===== src/design/box_consts.svh =====
`ifndef BOX_CONSTS_SVH
`define BOX_CONSTS_SVH

// Frame geometry
`define BOX_COLS 20
`define BOX_ROWS 16

// Window is square, centre at index BOX_WIN/2
`define BOX_WIN  13
`define BOX_AREA 169

// APB register map
`define BOX_ADDR_CTRL   12'h000
`define BOX_ADDR_THRESH 12'h004
`define BOX_ADDR_STATUS 12'h008

`endif


===== src/design/box_pkg.sv =====
`include "box_consts.svh"

package box_pkg;

    // One column of vertically adjacent pixels, pix[6] is the centre row
    typedef struct packed {
        logic                       valid;
        logic [`BOX_WIN-1:0][7:0]   pix;
    } col_t;

    // Column sum with the centre pixel of the same column
    typedef struct packed {
        logic        valid;
        logic [11:0] sum;
        logic [7:0]  centre;
    } colsum_t;

    // Full window sum and the centre pixel aligned to it
    typedef struct packed {
        logic        valid;
        logic [15:0] sum;
        logic [7:0]  centre;
        logic        row_end;
        logic        frame_end;
    } win_t;

    typedef struct packed {
        logic        valid;
        logic [7:0]  pix;
        logic        flag;
        logic        row_end;
        logic        frame_end;
    } res_t;

    typedef struct packed {
        logic        enable;
        logic        mode;
        logic [15:0] thresh;
    } cfg_t;

endpackage


===== src/design/box_apb_regs.sv =====
`timescale 1ns/1ps
`include "box_consts.svh"

module box_apb_regs (
    input  logic                clk,
    input  logic                rst_n,
    input  logic                i_psel,
    input  logic                i_penable,
    input  logic                i_pwrite,
    input  logic [11:0]         i_paddr,
    input  logic [31:0]         i_pwdata,
    output logic [31:0]         o_prdata,
    output logic                o_pready,
    output logic                o_pslverr,
    input  logic                i_frame_done,
    output box_pkg::cfg_t       o_cfg
);

    box_pkg::cfg_t cfg_q;
    logic [7:0]    frame_cnt;
    logic          access;
    logic          hit_ctrl;
    logic          hit_thresh;
    logic          hit_status;

    assign access     = i_psel && i_penable;
    assign hit_ctrl   = (i_paddr == `BOX_ADDR_CTRL);
    assign hit_thresh = (i_paddr == `BOX_ADDR_THRESH);
    assign hit_status = (i_paddr == `BOX_ADDR_STATUS);

    // No wait states
    assign o_pready  = 1'b1;
    assign o_pslverr = access && !(hit_ctrl || hit_thresh || hit_status);

    // ~~~~~~~~~~~~~~~~~~~~~~~~~~~~~~~~~~~~~~~~~~~~~~~~~~~~~~~~~~~~~~~~~~~~~~~~~
    // Register writes, STATUS is read only
    // ~~~~~~~~~~~~~~~~~~~~~~~~~~~~~~~~~~~~~~~~~~~~~~~~~~~~~~~~~~~~~~~~~~~~~~~~~
    always_ff @(posedge clk) begin
        if (!rst_n) begin
            cfg_q <= '0;
        end else if (access && i_pwrite) begin
            if (hit_ctrl) begin
                cfg_q.enable <= i_pwdata[0];
                cfg_q.mode   <= i_pwdata[1];
            end
            if (hit_thresh) begin
                cfg_q.thresh <= i_pwdata[15:0];
            end
        end
    end

    // Wraps at 256 frames
    always_ff @(posedge clk) begin
        if (!rst_n) begin
            frame_cnt <= '0;
        end else if (i_frame_done) begin
            frame_cnt <= frame_cnt + 8'd1;
        end
    end

    always_comb begin
        o_prdata = '0;
        if (hit_ctrl) begin
            o_prdata = {30'd0, cfg_q.mode, cfg_q.enable};
        end else if (hit_thresh) begin
            o_prdata = {16'd0, cfg_q.thresh};
        end else if (hit_status) begin
            o_prdata = {24'd0, frame_cnt};
        end
    end

    assign o_cfg = cfg_q;

    // Access phase only inside a selected transfer
    a_penable_needs_psel : assert property (
        @(posedge clk) disable iff (!rst_n) i_penable |-> i_psel
    );

endmodule


===== src/design/col_sum_tree.sv =====
`timescale 1ns/1ps
`include "box_consts.svh"

module col_sum_tree (
    input  logic                clk,
    input  logic                rst_n,
    input  box_pkg::col_t       i_col,
    input  logic                i_enable,
    output box_pkg::colsum_t    o_colsum
);

    localparam int CENTRE = `BOX_WIN / 2;

    logic [4:0]                 vld_q;
    logic [`BOX_WIN-1:0][7:0]   pix_q;
    logic [5:0][8:0]            lvl1_q;
    logic [2:0][9:0]            lvl2_q;
    logic [1:0][10:0]           lvl3_q;
    logic [11:0]                lvl4_q;
    logic [1:0][7:0]            tail_q;
    logic [3:0][7:0]            centre_q;
    logic [11:0]                in_sum;

    // Valid shifts with the data by one bit per stage
    always_ff @(posedge clk) begin
        if (!rst_n) begin
            vld_q <= '0;
        end else begin
            vld_q <= {vld_q[3:0], i_col.valid && i_enable};
        end
    end

    // ~~~~~~~~~~~~~~~~~~~~~~~~~~~~~~~~~~~~~~~~~~~~~~~~~~~~~~~~~~~~~~~~~~~~~~~~~
    // Adder tree 6 -> 3 -> 2 -> 1
    // ~~~~~~~~~~~~~~~~~~~~~~~~~~~~~~~~~~~~~~~~~~~~~~~~~~~~~~~~~~~~~~~~~~~~~~~~~
    always_ff @(posedge clk) begin
        pix_q <= i_col.pix;

        for (int i = 0; i < 6; i++) begin
            lvl1_q[i] <= 9'(pix_q[2*i]) + 9'(pix_q[2*i+1]);
        end

        for (int i = 0; i < 3; i++) begin
            lvl2_q[i] <= 10'(lvl1_q[2*i]) + 10'(lvl1_q[2*i+1]);
        end

        // Odd 13th pixel joins at the third level
        lvl3_q[0] <= 11'(lvl2_q[0]) + 11'(lvl2_q[1]);
        lvl3_q[1] <= 11'(lvl2_q[2]) + 11'(tail_q[1]);

        lvl4_q <= 12'(lvl3_q[0]) + 12'(lvl3_q[1]);
    end

    // Side delays for the odd pixel and the centre pixel
    always_ff @(posedge clk) begin
        tail_q[0]   <= pix_q[`BOX_WIN-1];
        tail_q[1]   <= tail_q[0];
        centre_q[0] <= pix_q[CENTRE];
        for (int i = 1; i < 4; i++) begin
            centre_q[i] <= centre_q[i-1];
        end
    end

    assign o_colsum = '{
        valid:  vld_q[4],
        sum:    lvl4_q,
        centre: centre_q[3]
    };

    // Flat sum of the incoming column
    always_comb begin
        in_sum = '0;
        for (int i = 0; i < `BOX_WIN; i++) begin
            in_sum = in_sum + 12'(i_col.pix[i]);
        end
    end

    // Fixed five cycle latency that keeps the gaps
    a_tree_latency : assert property (
        @(posedge clk) disable iff (!rst_n)
        $past(rst_n, 5) |-> (o_colsum.valid == $past(i_col.valid && i_enable, 5))
    );

    // Tree result equals the plain sum of the same column
    a_tree_sum : assert property (
        @(posedge clk) disable iff (!rst_n)
        o_colsum.valid |-> (o_colsum.sum == $past(in_sum, 5))
    );

endmodule


===== src/design/window_accum.sv =====
`timescale 1ns/1ps
`include "box_consts.svh"

module window_accum (
    input  logic                clk,
    input  logic                rst_n,
    input  box_pkg::colsum_t    i_colsum,
    output box_pkg::win_t       o_win
);

    localparam int STREAM_ROWS = `BOX_ROWS - `BOX_WIN + 1;
    localparam int COL_W       = $clog2(`BOX_COLS);
    localparam int ROW_W       = (STREAM_ROWS > 1) ? $clog2(STREAM_ROWS) : 1;
    localparam int CENTRE_LAG  = `BOX_WIN / 2;

    logic [COL_W-1:0]               col_cnt;
    logic [ROW_W-1:0]               row_cnt;
    logic                           last_col;
    logic                           last_row;
    logic [`BOX_WIN-1:0][11:0]      sum_hist;
    logic [CENTRE_LAG-1:0][7:0]     centre_hist;
    logic [15:0]                    acc_q;
    logic [15:0]                    acc_next;
    logic [7:0]                     centre_q;
    logic                           vld_q;
    logic                           row_end_q;
    logic                           frame_end_q;

    assign last_col = (col_cnt == COL_W'(`BOX_COLS - 1));
    assign last_row = (row_cnt == ROW_W'(STREAM_ROWS - 1));

    // ~~~~~~~~~~~~~~~~~~~~~~~~~~~~~~~~~~~~~~~~~~~~~~~~~~~~~~~~~~~~~~~~~~~~~~~~~
    // Column and stream row position
    // ~~~~~~~~~~~~~~~~~~~~~~~~~~~~~~~~~~~~~~~~~~~~~~~~~~~~~~~~~~~~~~~~~~~~~~~~~
    always_ff @(posedge clk) begin
        if (!rst_n) begin
            col_cnt <= '0;
            row_cnt <= '0;
        end else if (i_colsum.valid) begin
            if (last_col) begin
                col_cnt <= '0;
                row_cnt <= last_row ? '0 : row_cnt + ROW_W'(1);
            end else begin
                col_cnt <= col_cnt + COL_W'(1);
            end
        end
    end

    // Load at row start, grow until full, then slide
    always_comb begin
        if (col_cnt == '0) begin
            acc_next = 16'(i_colsum.sum);
        end else if (col_cnt < COL_W'(`BOX_WIN)) begin
            acc_next = acc_q + 16'(i_colsum.sum);
        end else begin
            acc_next = acc_q + 16'(i_colsum.sum) - 16'(sum_hist[`BOX_WIN-1]);
        end
    end

    // hist[k] holds column c-1-k
    always_ff @(posedge clk) begin
        if (i_colsum.valid) begin
            acc_q       <= acc_next;
            centre_q    <= centre_hist[CENTRE_LAG-1];
            sum_hist    <= {sum_hist[`BOX_WIN-2:0], i_colsum.sum};
            centre_hist <= {centre_hist[CENTRE_LAG-2:0], i_colsum.centre};
        end
    end

    always_ff @(posedge clk) begin
        if (!rst_n) begin
            vld_q       <= 1'b0;
            row_end_q   <= 1'b0;
            frame_end_q <= 1'b0;
        end else begin
            vld_q       <= i_colsum.valid && (col_cnt >= COL_W'(`BOX_WIN - 1));
            row_end_q   <= i_colsum.valid && last_col;
            frame_end_q <= i_colsum.valid && last_col && last_row;
        end
    end

    assign o_win = '{
        valid:     vld_q,
        sum:       acc_q,
        centre:    centre_q,
        row_end:   row_end_q,
        frame_end: frame_end_q
    };

    // Add and subtract must cancel, the sum stays inside one full window
    a_sum_bound : assert property (
        @(posedge clk) disable iff (!rst_n)
        $past(i_colsum.valid) |-> (acc_q <= 16'(`BOX_AREA * 255))
    );

endmodule


===== src/design/box_result.sv =====
`timescale 1ns/1ps
`include "box_consts.svh"

module box_result (
    input  logic                clk,
    input  logic                rst_n,
    input  box_pkg::win_t       i_win,
    input  box_pkg::cfg_t       i_cfg,
    output box_pkg::res_t       o_res
);

    logic [15:0]    centre_area;
    logic [16:0]    bound;
    logic           flag;
    logic [7:0]     pix_sel;
    logic           vld_q;
    logic [7:0]     pix_q;
    logic           flag_q;
    logic           row_end_q;
    logic           frame_end_q;

    // 255 * 169 still fits in 16 bits
    assign centre_area = 16'(i_win.centre) * 16'(`BOX_AREA);
    assign bound       = 17'(i_win.sum) + 17'(i_cfg.thresh);
    assign flag        = 17'(centre_area) > bound;

    // Binary output in mode 1, centre pass in mode 0
    always_comb begin
        if (!flag) begin
            pix_sel = 8'd0;
        end else if (i_cfg.mode) begin
            pix_sel = 8'hff;
        end else begin
            pix_sel = i_win.centre;
        end
    end

    always_ff @(posedge clk) begin
        if (!rst_n) begin
            vld_q <= 1'b0;
        end else begin
            vld_q <= i_win.valid;
        end
    end

    always_ff @(posedge clk) begin
        pix_q       <= pix_sel;
        flag_q      <= flag;
        row_end_q   <= i_win.row_end;
        frame_end_q <= i_win.frame_end;
    end

    assign o_res = '{
        valid:     vld_q,
        pix:       pix_q,
        flag:      flag_q,
        row_end:   row_end_q,
        frame_end: frame_end_q
    };

endmodule


===== src/design/box_filter_top.sv =====
`timescale 1ns/1ps

module box_filter_top (
    input  logic                clk,
    input  logic                rst_n,
    input  logic                i_psel,
    input  logic                i_penable,
    input  logic                i_pwrite,
    input  logic [11:0]         i_paddr,
    input  logic [31:0]         i_pwdata,
    output logic [31:0]         o_prdata,
    output logic                o_pready,
    output logic                o_pslverr,
    input  box_pkg::col_t       i_col,
    output box_pkg::res_t       o_res
);

    box_pkg::cfg_t      cfg;
    box_pkg::colsum_t   colsum;
    box_pkg::win_t      win;

    // ~~~~~~~~~~~~~~~~~~~~~~~~~~~~~~~~~~~~~~~~~~~~~~~~~~~~~~~~~~~~~~~~~~~~~~~~~
    // Control
    // ~~~~~~~~~~~~~~~~~~~~~~~~~~~~~~~~~~~~~~~~~~~~~~~~~~~~~~~~~~~~~~~~~~~~~~~~~
    box_apb_regs u_regs (
        .clk          (clk),
        .rst_n        (rst_n),
        .i_psel       (i_psel),
        .i_penable    (i_penable),
        .i_pwrite     (i_pwrite),
        .i_paddr      (i_paddr),
        .i_pwdata     (i_pwdata),
        .o_prdata     (o_prdata),
        .o_pready     (o_pready),
        .o_pslverr    (o_pslverr),
        .i_frame_done (o_res.valid && o_res.frame_end),
        .o_cfg        (cfg)
    );

    // ~~~~~~~~~~~~~~~~~~~~~~~~~~~~~~~~~~~~~~~~~~~~~~~~~~~~~~~~~~~~~~~~~~~~~~~~~
    // Pixel pipeline, 5 + 1 + 1 cycles
    // ~~~~~~~~~~~~~~~~~~~~~~~~~~~~~~~~~~~~~~~~~~~~~~~~~~~~~~~~~~~~~~~~~~~~~~~~~
    col_sum_tree u_tree (
        .clk      (clk),
        .rst_n    (rst_n),
        .i_col    (i_col),
        .i_enable (cfg.enable),
        .o_colsum (colsum)
    );

    window_accum u_accum (
        .clk      (clk),
        .rst_n    (rst_n),
        .i_colsum (colsum),
        .o_win    (win)
    );

    box_result u_result (
        .clk   (clk),
        .rst_n (rst_n),
        .i_win (win),
        .i_cfg (cfg),
        .o_res (o_res)
    );

endmodule


===== config.mk =====
export PLATFORM = sky130hd
export DESIGN_NAME = box_filter_top
export DESIGN_NICKNAME = d
export VERILOG_FILES = /design/src/design/box_pkg.sv /design/src/design/box_apb_regs.sv /design/src/design/col_sum_tree.sv /design/src/design/window_accum.sv /design/src/design/box_result.sv /design/src/design/box_filter_top.sv
export VERILOG_INCLUDE_DIRS = /design/src /design/src/design
export SDC_FILE = /design/constraint.sdc
export NUM_CORES = 1
export LEC_CHECK = 0
export BUFFER_PORTS_ARGS = -buffer_cell sky130_fd_sc_hd__buf_2
export CORE_MARGIN = 2
export CORE_UTILIZATION = 55
export DETAILED_ROUTE_END_ITERATION = 8
export PLACE_DENSITY_LB_ADDON = 0.3
export SLEW_MARGIN = 20
export SYNTH_ARGS = -nofsm -noshare
export SYNTH_HDL_FRONTEND = slang
export SYNTH_SLANG_ARGS = --single-unit

===== constraint.sdc =====
create_clock -name clk -period 12.95 [get_ports clk]
set_input_delay 1.9425 -clock clk [delete_from_list [all_inputs] [get_ports clk]]
set_output_delay 1.9425 -clock clk [all_outputs]
set_load 0.05 [all_outputs]

# == Word-level counts from Yosys, hierarchy flattened ==
# Cells that the tools add are included.
# word_totals
elab_cells,118
inputBits,154
output_inout_bits,46
register_bits,551
# classes
order_cmp,3
mul,1
n_reduce_logical,16
muxes,8
addsub,18
n_eq_ne,4
# op_table
op,n
32-bit two-way mux,2
8-bit by 8-bit adder with 9-bit output,6
9-bit by 9-bit adder with 10-bit output,3
16-bit by 16-bit adder with 17-bit output,1
16-bit by 17-bit > comparator with 1-bit output,1
16-bit by 12-bit adder with 16-bit output,1
8-bit by 8-bit multiplier with 16-bit output (second input constant),1
16-bit two-way mux,1
8-bit two-way mux,2
16-bit by 12-bit subtractor with 16-bit output,1
11-bit by 11-bit adder with 12-bit output,1
12-bit by 3-bit == test with 1-bit output (second input constant),1
12-bit by 4-bit == test with 1-bit output (second input constant),1
12-bit logical NOT,1
12-bit two-way mux,1
10-bit by 10-bit adder with 11-bit output,1
10-bit by 8-bit adder with 11-bit output,1
8-bit by 1-bit adder with 8-bit output (second input constant),1
1-bit logical AND,8
2-bit AND reduction,3
5-bit by 1-bit adder with 5-bit output (second input constant),1
5-bit == test (second input constant),1
5-bit by 4-bit >= comparator with 1-bit output (second input constant),1
5-bit logical NOT,1
other kinds (7),8

# == Longest topological paths before layout ==
# Gate-level depths: netlist of the first run.
# depth
ltp_word,5
mapped_depth,19
depth_no_buf,19

# == By module ==
# A second synthesis of the first run with hierarchy kept.
# unflattened
hier_cells,1795
hier_area_um2,22620.4
# modules_own_cells
module,n_inst,area_per_inst_um2,cells_each,seq_area_each_um2
col_sum_tree,1,9689.3,812,5505.3
window_accum,1,8861.0,514,7046.8
box_result,1,2611.3,295,240.2
box_apb_regs,1,1452.6,173,520.5
box_filter_top,1,6.3,1,0.0

# == Worst setup path before layout of the first run ==
# No wires, ideal clock.
# synth_timing
path_type,reg-to-reg
start,reg u_tree.vld_q[4]
end,reg u_accum.row_cnt[0]
slack_ns,6.677
synth_period_minus_slack_ns,6.273
stages_incl_launch_ff,6
arrival_ns,6.207
path_cell_list,dfxtp_1 -> clkbuf_1 -> nand4_1 -> nor3_1 -> a21oi_1 -> nor2_1
# synth_via
elab_chain_cells,1
# synth_lines
element,line_no,text
from (decl),col_sum_tree.sv:14,logic [4:0] vld_q;
from (signal assigned),col_sum_tree.sv:29,"vld_q <= {vld_q[3:0], i_col.valid && i_enable};"
2-bit AND reduction (no source line),--,
to (signal assigned),window_accum.sv:42,row_cnt <= last_row ? '0 : row_cnt + ROW_W'(1);
to (decl),window_accum.sv:17,logic [ROW_W-1:0] row_cnt;
# Every way passes these cells.
# A chain may end at the register's enable or synchronous reset.

# == Worst setup path after layout of the first run ==
# layout_timing
start,in i_paddr[7]
end,out o_prdata[11]
# layout_via
elab_chain_cells,3
word_cells_on_any_way,4
classes_between,eq/ne: 1; mux: 2; reduce/logical: 1
# layout_lines
element,line_no,text
from (decl),box_filter_top.sv:9,"input logic [11:0] i_paddr,"
12-bit by 3-bit == test with 1-bit output (no source line),--,
32-bit two-way mux,box_apb_regs.sv:65,end else if (hit_thresh) begin
32-bit two-way mux *,box_apb_regs.sv:63,if (hit_ctrl) begin
to (decl),box_filter_top.sv:11,"output logic [31:0] o_prdata,"
# Every way passes the cells marked *; elsewhere a longest branch is shown, timed or not.

==> reports/metrics.cfg, run 1 <==
[route]
routed_wl_mm = 35.0
drc = 0
vias = 12500
drtIter0Drc = 554
wl_per_cell_um = 14.2
viasPerCell = 5.08
postRouteAntennaNets = 0
drtPass1Iterations = 5

[timing]
fin_tns_setup_ns = 0
tightest_slew_ns = 0.991
fin_crit_sh_pct = 43.2
period_minus_slack_ns = 5.59
setup_viol = 0
rsz0062_at_grt = no
finalMaxSlewViolations = 0
relSlewSlack_pct = 33.9
holdWs_ns = 0.319
clock_skew_ns = 0.0544
fmax_ghz = 0.179
setup_slack_ns = 7.36
report.final.hold_viol_count = 0

[hold_path]
hold_end = u_tree.tail_q[15]
hold_path.class = flip-flop to flip-flop
hold_depth = 0
min_from = u_tree.tail_q[7]

[clock_tree]
cts_tree = built
ctsHoldBuffers = 0
numCtsBuffers = 55
post_cts_buffers = 0
clockRootBuffer = clkbuf_16
cts_max_level = 2
clkTransAtPathRegs_ns = 0.06
clock_latency_ns = 0.62
cts_num_sinks = 551
ctsResizeCount = 0
cts_buffer_depth = 3

[run_status]
status = complete, no violations

[yosys]
yosys-top-cells-area = edfxtp_1 32%, dfxtp_1 30%, ha_1 12%, xnor2_1 3.1%, a21oi_1 2.6%
synth_edf_count = 228
synth_area_mm2 = 0.0217
synth_cell_types = 61
synthTopCellsByCount = 323 x dfxtp_1, 228 x edfxtp_1, 206 x ha_1
synth_ff_type = dfxtp_1
syn_avg_cell_area_um2 = 12.7
synth_xor_area_share_pct = 5.05
synth_cells = 1704
synthAdderAreaFrac_pct = 13.7
yosysMostFrequentCell = dfxtp_1
yosysTopAreaCellShare_pct = 31.6
async_reset_ff_share_pct = 0
synth_top_cell_by_area = edfxtp_1
synth_top_family_by_area = adder cells
synth_compound_area_share_pct = 9.39
synthSimpleGateAreaFrac_pct = 6.86
seq_area_frac_synth_pct = 61.4
yosysWarnings = 0
synthMuxAreaShare_pct = 0.565
ys_seq_elements = 551

[critical_path]
worstPathRequired_ns = 11.01
timing.rr.end = u_result.pix_q[4]
reg2reg_from = u_accum.centre_q[2]
critPathBufInv = 2
r2r_slack_ns = 7.86
end_kind = primary output
crit_chain = buf_2, nor4_1, nand3_1, nor3b_2, and2_1, buf_2
arrival_ns = 3.65
cp_common_cell = buf_2
path_class = input port to primary output
reg2reg_depth = 19
path_max_fanout = 11
crit_family = simple AND/OR/NAND/NOR gates
cp-start-kind = input port
max_stage_delay_ns = 0.55
critical-path-slowest-cell = nor3b_2

[power_and_ir_drop]
combinationalPowerShare_pct = 22.8
p_per_area_mw_per_mm2 = 190
swShare_pct = 28.0
p_clk_share_pct = 33.5
power.switching_mw = 1.32
p_int_mw = 3.40
ir_drop_mv = 0.138
seq_power_share_pct = 43.7
p_leak_nw = 10.6

[placement]
portBuffers = 166
gp_congestion = 0.843
place_ws_ns = 7.36
dp_hpwl_mm = 24.7

[floorplan]
core-area_mm2 = 0.0388
start_util_pct = 55.9
die_x_um = 203
dieArea_mm2 = 0.0410
pin_count = 200
rows = 72
fp.dieH_um = 203

[finish]
diodes = 0
drive_above_1_share_pct = 14.2
nNetsFinal = 2287
fillCellCount = 2888
area_delta_synth_final_pct = 14.8

[global_routing]
grt_max_degree = 88
grt_pass1_vias = 12700
grt_antenna_before_repair = 0
overflow = 0
track_usage_pct = 17.4
grt_first_pass_wirelength_mm = 58.1

[job]
cap_viol_max_count = 0

-- worst reg2reg max path: stages, from the launching register on --
cell	delay [ns]
edfxtp_1	0.53
ha_1	0.37
ha_1	0.31
xor2_1	0.17
ha_1	0.28
ha_1	0.29
ha_1	0.33
nor2b_1	0.14
o21ai_0	0.20
a21boi_0	0.16
o21ai_0	0.27
a21o_1	0.20
a211o_1	0.13
o211ai_1	0.10
ha_1	0.32
o21ai_0	0.08
a21oi_1	0.14
o21ai_0	0.14
a2111oi_4	0.60
o21a_1	0.21
-- registers in the layout, summed over array words and instances (netlist names), 8 cells and up --
register             flops
u_regs.o_cfg            18
u_tree.lvl2_q           30
u_regs.frame_cnt         8
u_tree.o_colsum          8
u_tree.centre_q         24
u_accum.acc_q           16
u_result.pix_q           8
u_tree.pix_q           104
u_accum.sum_hist       156
u_tree.lvl1_q           54
u_tree.tail_q           16
u_tree.lvl4_q           12
u_accum.centre_q         8
u_accum.centre_hist     48
u_tree.lvl3_q           22
-- stage by stage --
step	power [mW]	util, %	cell area, µm²	std cells
4_1_cts	4.78	64.1	24900	2471
3_5_place_dp	3.18	59.3	23000	2368
6_report	4.73	64.1	24900	2471
5_1_grt	5.00	64.1	24900	2471
2_1_floorplan	2.94	-	21700	1719
3_3_place_gp	3.14	59.3	23000	2368
-- area by class of cell --
cell class / instances / area, µm² / area share (%)
multi-input cells: 1017 / 7790 / 31.3
clock inverters: 32 / 330 / 1.33
flip-flops and latches: 551 / 13300 / 53.5
clock buffers: 71 / 1540 / 6.17
well taps: 518 / 648 / 2.60
repair buffers: 170 / 861 / 3.46
inverters: 112 / 420 / 1.69
-- logic make-up (layout without fill, tap and decap cells) --
logic type               after synthesis  in the layout
XOR/XNOR                             125            125
flip-flops                           551            551
other                                  2             17
AO/OA/AOI/OAI                        324            324
AND/OR/NAND/NOR                      313            313
buffers and inverters                151            385
multiplexers                          12             12
adder cells (fa/ha/maj)              226            226
-- worst max-delay path by stage --
| stage | start | to | cells past startpoint |
|---|---|---|---|
| 3_5_place_dp | i_paddr[7] | o_prdata[11] | 6 |
| 3_3_place_gp | i_paddr[1] | o_prdata[9] | 6 |
| 6_report | i_paddr[7] | o_prdata[11] | 6 |
| 5_1_grt | i_paddr[1] | o_prdata[11] | 6 |
| 4_1_cts | i_paddr[7] | o_prdata[11] | 6 |
| 2_1_floorplan | u_tree.vld_q[4] | u_accum.row_cnt[0] | 5 |
-- power by group through the flow --
| stage | Clock (mW) | Sequential, mW | Combinational [mW] |
|---|---|---|---|
| floorplan | 0 | 2.06 | 0.882 |
| global placement | 0 | 2.10 | 1.04 |
| detailed placement | 0 | 2.10 | 1.07 |
| CTS | 1.63 | 2.07 | 1.08 |
| global route | 1.70 | 2.08 | 1.22 |
| finish | 1.58 | 2.06 | 1.08 |
-- cells in the final DEF (no fill, tap or decap), types with 5 or more instances in the layout --
cell       instances
ha_1             206
xor2_1            48
clkbuf_8           5
nand2_1          104
inv_1            112
and3_1             5
a21oi_1          113
nand4_1           11
and2_1            20
mux2i_1           10
buf_2            166
fa_1              20
dfxtp_1          322
nand3_1           21
o21a_1            14
nand2b_1          16
edfxtp_1         228
xnor2_1           77
nor3_1            10
o21ai_0           63
o211ai_1          10
clkbuf_2           5
o21ai_1            6
conb_1            17
nor2b_1           22
o21bai_1          12
nor2_1            82
a21o_1            53
a22oi_1            8
a21boi_0          12
clkinv_2          12
clkbuf_16         57
a31oi_1            8
nand3b_1           5
-- metal layers --
metal	global-route usage [%]	up-vias	wire length, µm
met5	0	-	0
met4	7.40	0	979
met3	2.91	64	1610
met2	31.5	289	17500
met1	20.5	5811	14900
li1	-	6381	-
Power figures use the tool's default switching activity.
==> inputs of run 2 (changes only) <==
- ABC_AREA: not set -> 1
- CORE_UTILIZATION: 55 -> 53
- clock period: 12.95 -> 4.9 ns (I/O delays scaled with it)
==> reports/metrics.cfg, run 2 <==
[finish]
nNetsFinal = 2561
fillCellCount = 3243
final_cell_mix = 322 x dfxtp_1, 319 x nand2_1, 247 x inv_1, 228 x edfxtp_1, 206 x ha_1
largest_reg_flops = 156
top_regs = u_accum.sum_hist: 156 flops, u_tree.pix_q: 104 flops, u_tree.lvl1_q: 54 flops
area_delta_synth_final_pct = 14.5
largest_register = u_accum.sum_hist
layout_commonest_cell = dfxtp_1
drive_above_1_share_pct = 12.4
diodes = 0
fin_area_mm2 = 0.0253

[floorplan]
fp.dieH_um = 208
rows = 74
pin_count = 200
die_x_um = 208
start_util_pct = 54.0
core-area_mm2 = 0.0410
dieArea_mm2 = 0.0434

[hold_path]
min_from = i_col[68]
hold_path.class = input port to flip-flop

[yosys]
synth_edf_count = 228
ys_seq_elements = 551
synth_xor_area_share_pct = 4.35
seq_area_frac_synth_pct = 60.2
synth_cells = 1972
yosysTopAreaCellShare_pct = 30.9
synthTopCellsByCount = 323 x dfxtp_1, 319 x nand2_1, 246 x inv_1
synthSimpleGateAreaFrac_pct = 9.62
synth_area_mm2 = 0.0221
synth_cell_types = 46
yosysWarnings = 0
synth_ff_type = dfxtp_1
yosysMostFrequentCell = dfxtp_1
synth_top_family_by_area = adder cells
synthAdderAreaFrac_pct = 13.5
synthMuxAreaShare_pct = 0
async_reset_ff_share_pct = 0
synth_top_cell_by_area = edfxtp_1
synth_compound_area_share_pct = 7.25
yosys-top-cells-area = edfxtp_1 31%, dfxtp_1 29%, ha_1 12%, nand2_1 5.4%, inv_1 4.2%
syn_avg_cell_area_um2 = 11.2

[critical_path]
crit_family = adder cells
critPathBufInv = 1
path_max_fanout = 9
critical-path-slowest-cell = edfxtp_1
arrival_ns = 4.98
reg2reg_from = u_accum.centre_q[0]
max_stage_delay_ns = 0.44
crit_start = u_accum.centre_q[0]
end_kind = flip-flop
path_class = flip-flop to flip-flop
worstPathRequired_ns = 5.44
cp-start-kind = flip-flop
cp_common_cell = nand2_1

[placement]
gp_congestion = 0.892
portBuffers = 166
dp_hpwl_mm = 28.2
placed_area_mm2 = 0.0235

[power_and_ir_drop]
swShare_pct = 30.0
ir_drop_mv = 0.393
combinationalPowerShare_pct = 23.4
seq_power_share_pct = 44.0
p_per_area_mw_per_mm2 = 490
p_int_mw = 8.70
power.switching_mw = 3.72
p_leak_nw = 11.4
p_clk_share_pct = 32.6

[global_routing]
grt_antenna_before_repair = 0
use_met3_pct = 2.73
grtUsageMet2_pct = 31.7
overflow = 0
grt_max_degree = 158
grt_first_pass_wirelength_mm = 63.5
top_usage_layer = met2
grt_util_met1_pct = 22.6
grt_pass1_vias = 13400
track_usage_pct = 18.1

[timing]
setup_viol = 0
rsz0062_at_grt = no
period_minus_slack_ns = 4.45
tightest_slew_ns = 1.06
relSlewSlack_pct = 29.1
fin_tns_setup_ns = 0
report.final.hold_viol_count = 0
fmax_ghz = 0.225
fin_crit_sh_pct = 90.8
clock_skew_ns = 0.0221
finalMaxSlewViolations = 0
holdWs_ns = 0.216

[clock_tree]
cts_num_sinks = 551
cts_buffer_depth = 3
clockRootBuffer = clkbuf_16
clock_latency_ns = 0.62
cts_max_level = 2
clkTransAtPathRegs_ns = 0.06
numCtsBuffers = 53
cts_tree = built

[route]
drtIter0Drc = 790
drtPass1Iterations = 5
postRouteAntennaNets = 0
wl_per_cell_um = 14.1
viasPerCell = 4.95
routed_wl_mm = 38.9
drc = 0
vias = 13700

[run_status]
status = complete, no violations

[job]
cap_viol_max_count = 0

==> run 2: cell types whose count changed after synthesis, moves of 14 or more <==
cell	previous run	this run
nand3_1	21	61
inv_1	112	246
o21a_1	14	0
and2_1	20	2
nand2b_1	16	0
a21o_1	53	16
nor2b_1	22	0
a21oi_1	113	151
xor2_1	48	74
nand2_1	104	319
nor2_1	82	100
xnor2_1	77	36
==> run 2: metal layers <==
| metal | wire length (µm) | vias to the layer above |
|---|---|---|
| li1 | - | 6999 |
| met1 | 17200 | 6313 |
| met2 | 19000 | 276 |
| met3 | 1450 | 72 |
| met4 | 1180 | 0 |
| met5 | 0 | - |
==> run 2: logic make-up (layout without fill, tap and decap cells) <==
| logic type | after synthesis | count (layout) |
|---|---|---|
| adder cells (fa/ha/maj) | 226 | 226 |
| buffers and inverters | 280 | 518 |
| XOR/XNOR | 110 | 110 |
| flip-flops | 551 | 551 |
| other | 2 | 17 |
| AND/OR/NAND/NOR | 519 | 519 |
| AO/OA/AOI/OAI | 284 | 284 |
==> run 2: layout make-up <==
cell class | instances | area, µm² | share of cell area [%]
clock inverters | 28 | 283 | 1.12
well taps | 532 | 666 | 2.63
flip-flops and latches | 551 | 13300 | 52.5
inverters | 248 | 933 | 3.68
clock buffers | 71 | 1510 | 5.96
multi-input cells | 1156 | 7760 | 30.6
repair buffers | 171 | 881 | 3.48
==> run 2: metrics by stage <==
step / setup WS [ns] / total power, mW / std cells / utilization (%)
after floorplan: 0.875 / 7.76 / 1987 / -
after global placement: 0.415 / 8.37 / 2655 / 57.3
after detailed placement: 0.373 / 8.44 / 2655 / 57.3
after CTS: 0.359 / 12.6 / 2754 / 61.7
after global routing: 0.0405 / 13.2 / 2757 / 61.8
final: 0.452 / 12.4 / 2757 / 61.8
==> run 2: power groups by stage <==
stage,sequential [mW],clock (mW),combinational (mW)
after floorplan,5.43,0,2.33
after global placement,5.56,0,2.81
after detailed placement,5.57,0,2.87
after CTS,5.48,4.17,2.92
after global routing,5.49,4.34,3.36
final,5.46,4.05,2.91
==> run 2: worst reg2reg max path, delay by kind of cell, from the launching register on <==
kind,cells,cell delay [ns]
adder cells (fa/ha/maj),6,1.92
XOR/XNOR,2,0.33
buffers and inverters,1,0.06
AND/OR/NAND/NOR,12,0.91
AO/OA/AOI/OAI,4,0.71
flip-flops,1,0.44
==> run 2: final timing paths <==
check	end	slack (ns)	depth (start not counted)
worst min register to register	u_tree.tail_q[1]	0.32	0
worst min-delay path	u_tree.pix_q[68]	0.22	1
worst max-delay path	u_result.pix_q[4]	0.45	25
worst max register to register	u_result.pix_q[4]	0.45	25
==> run 2: what timing repair did <==
action	4_1_cts	5_1_grt
setup endpoints to repair	0	9
buffers inserted	0	3
resized for setup	0	5
hold buffers	0	0
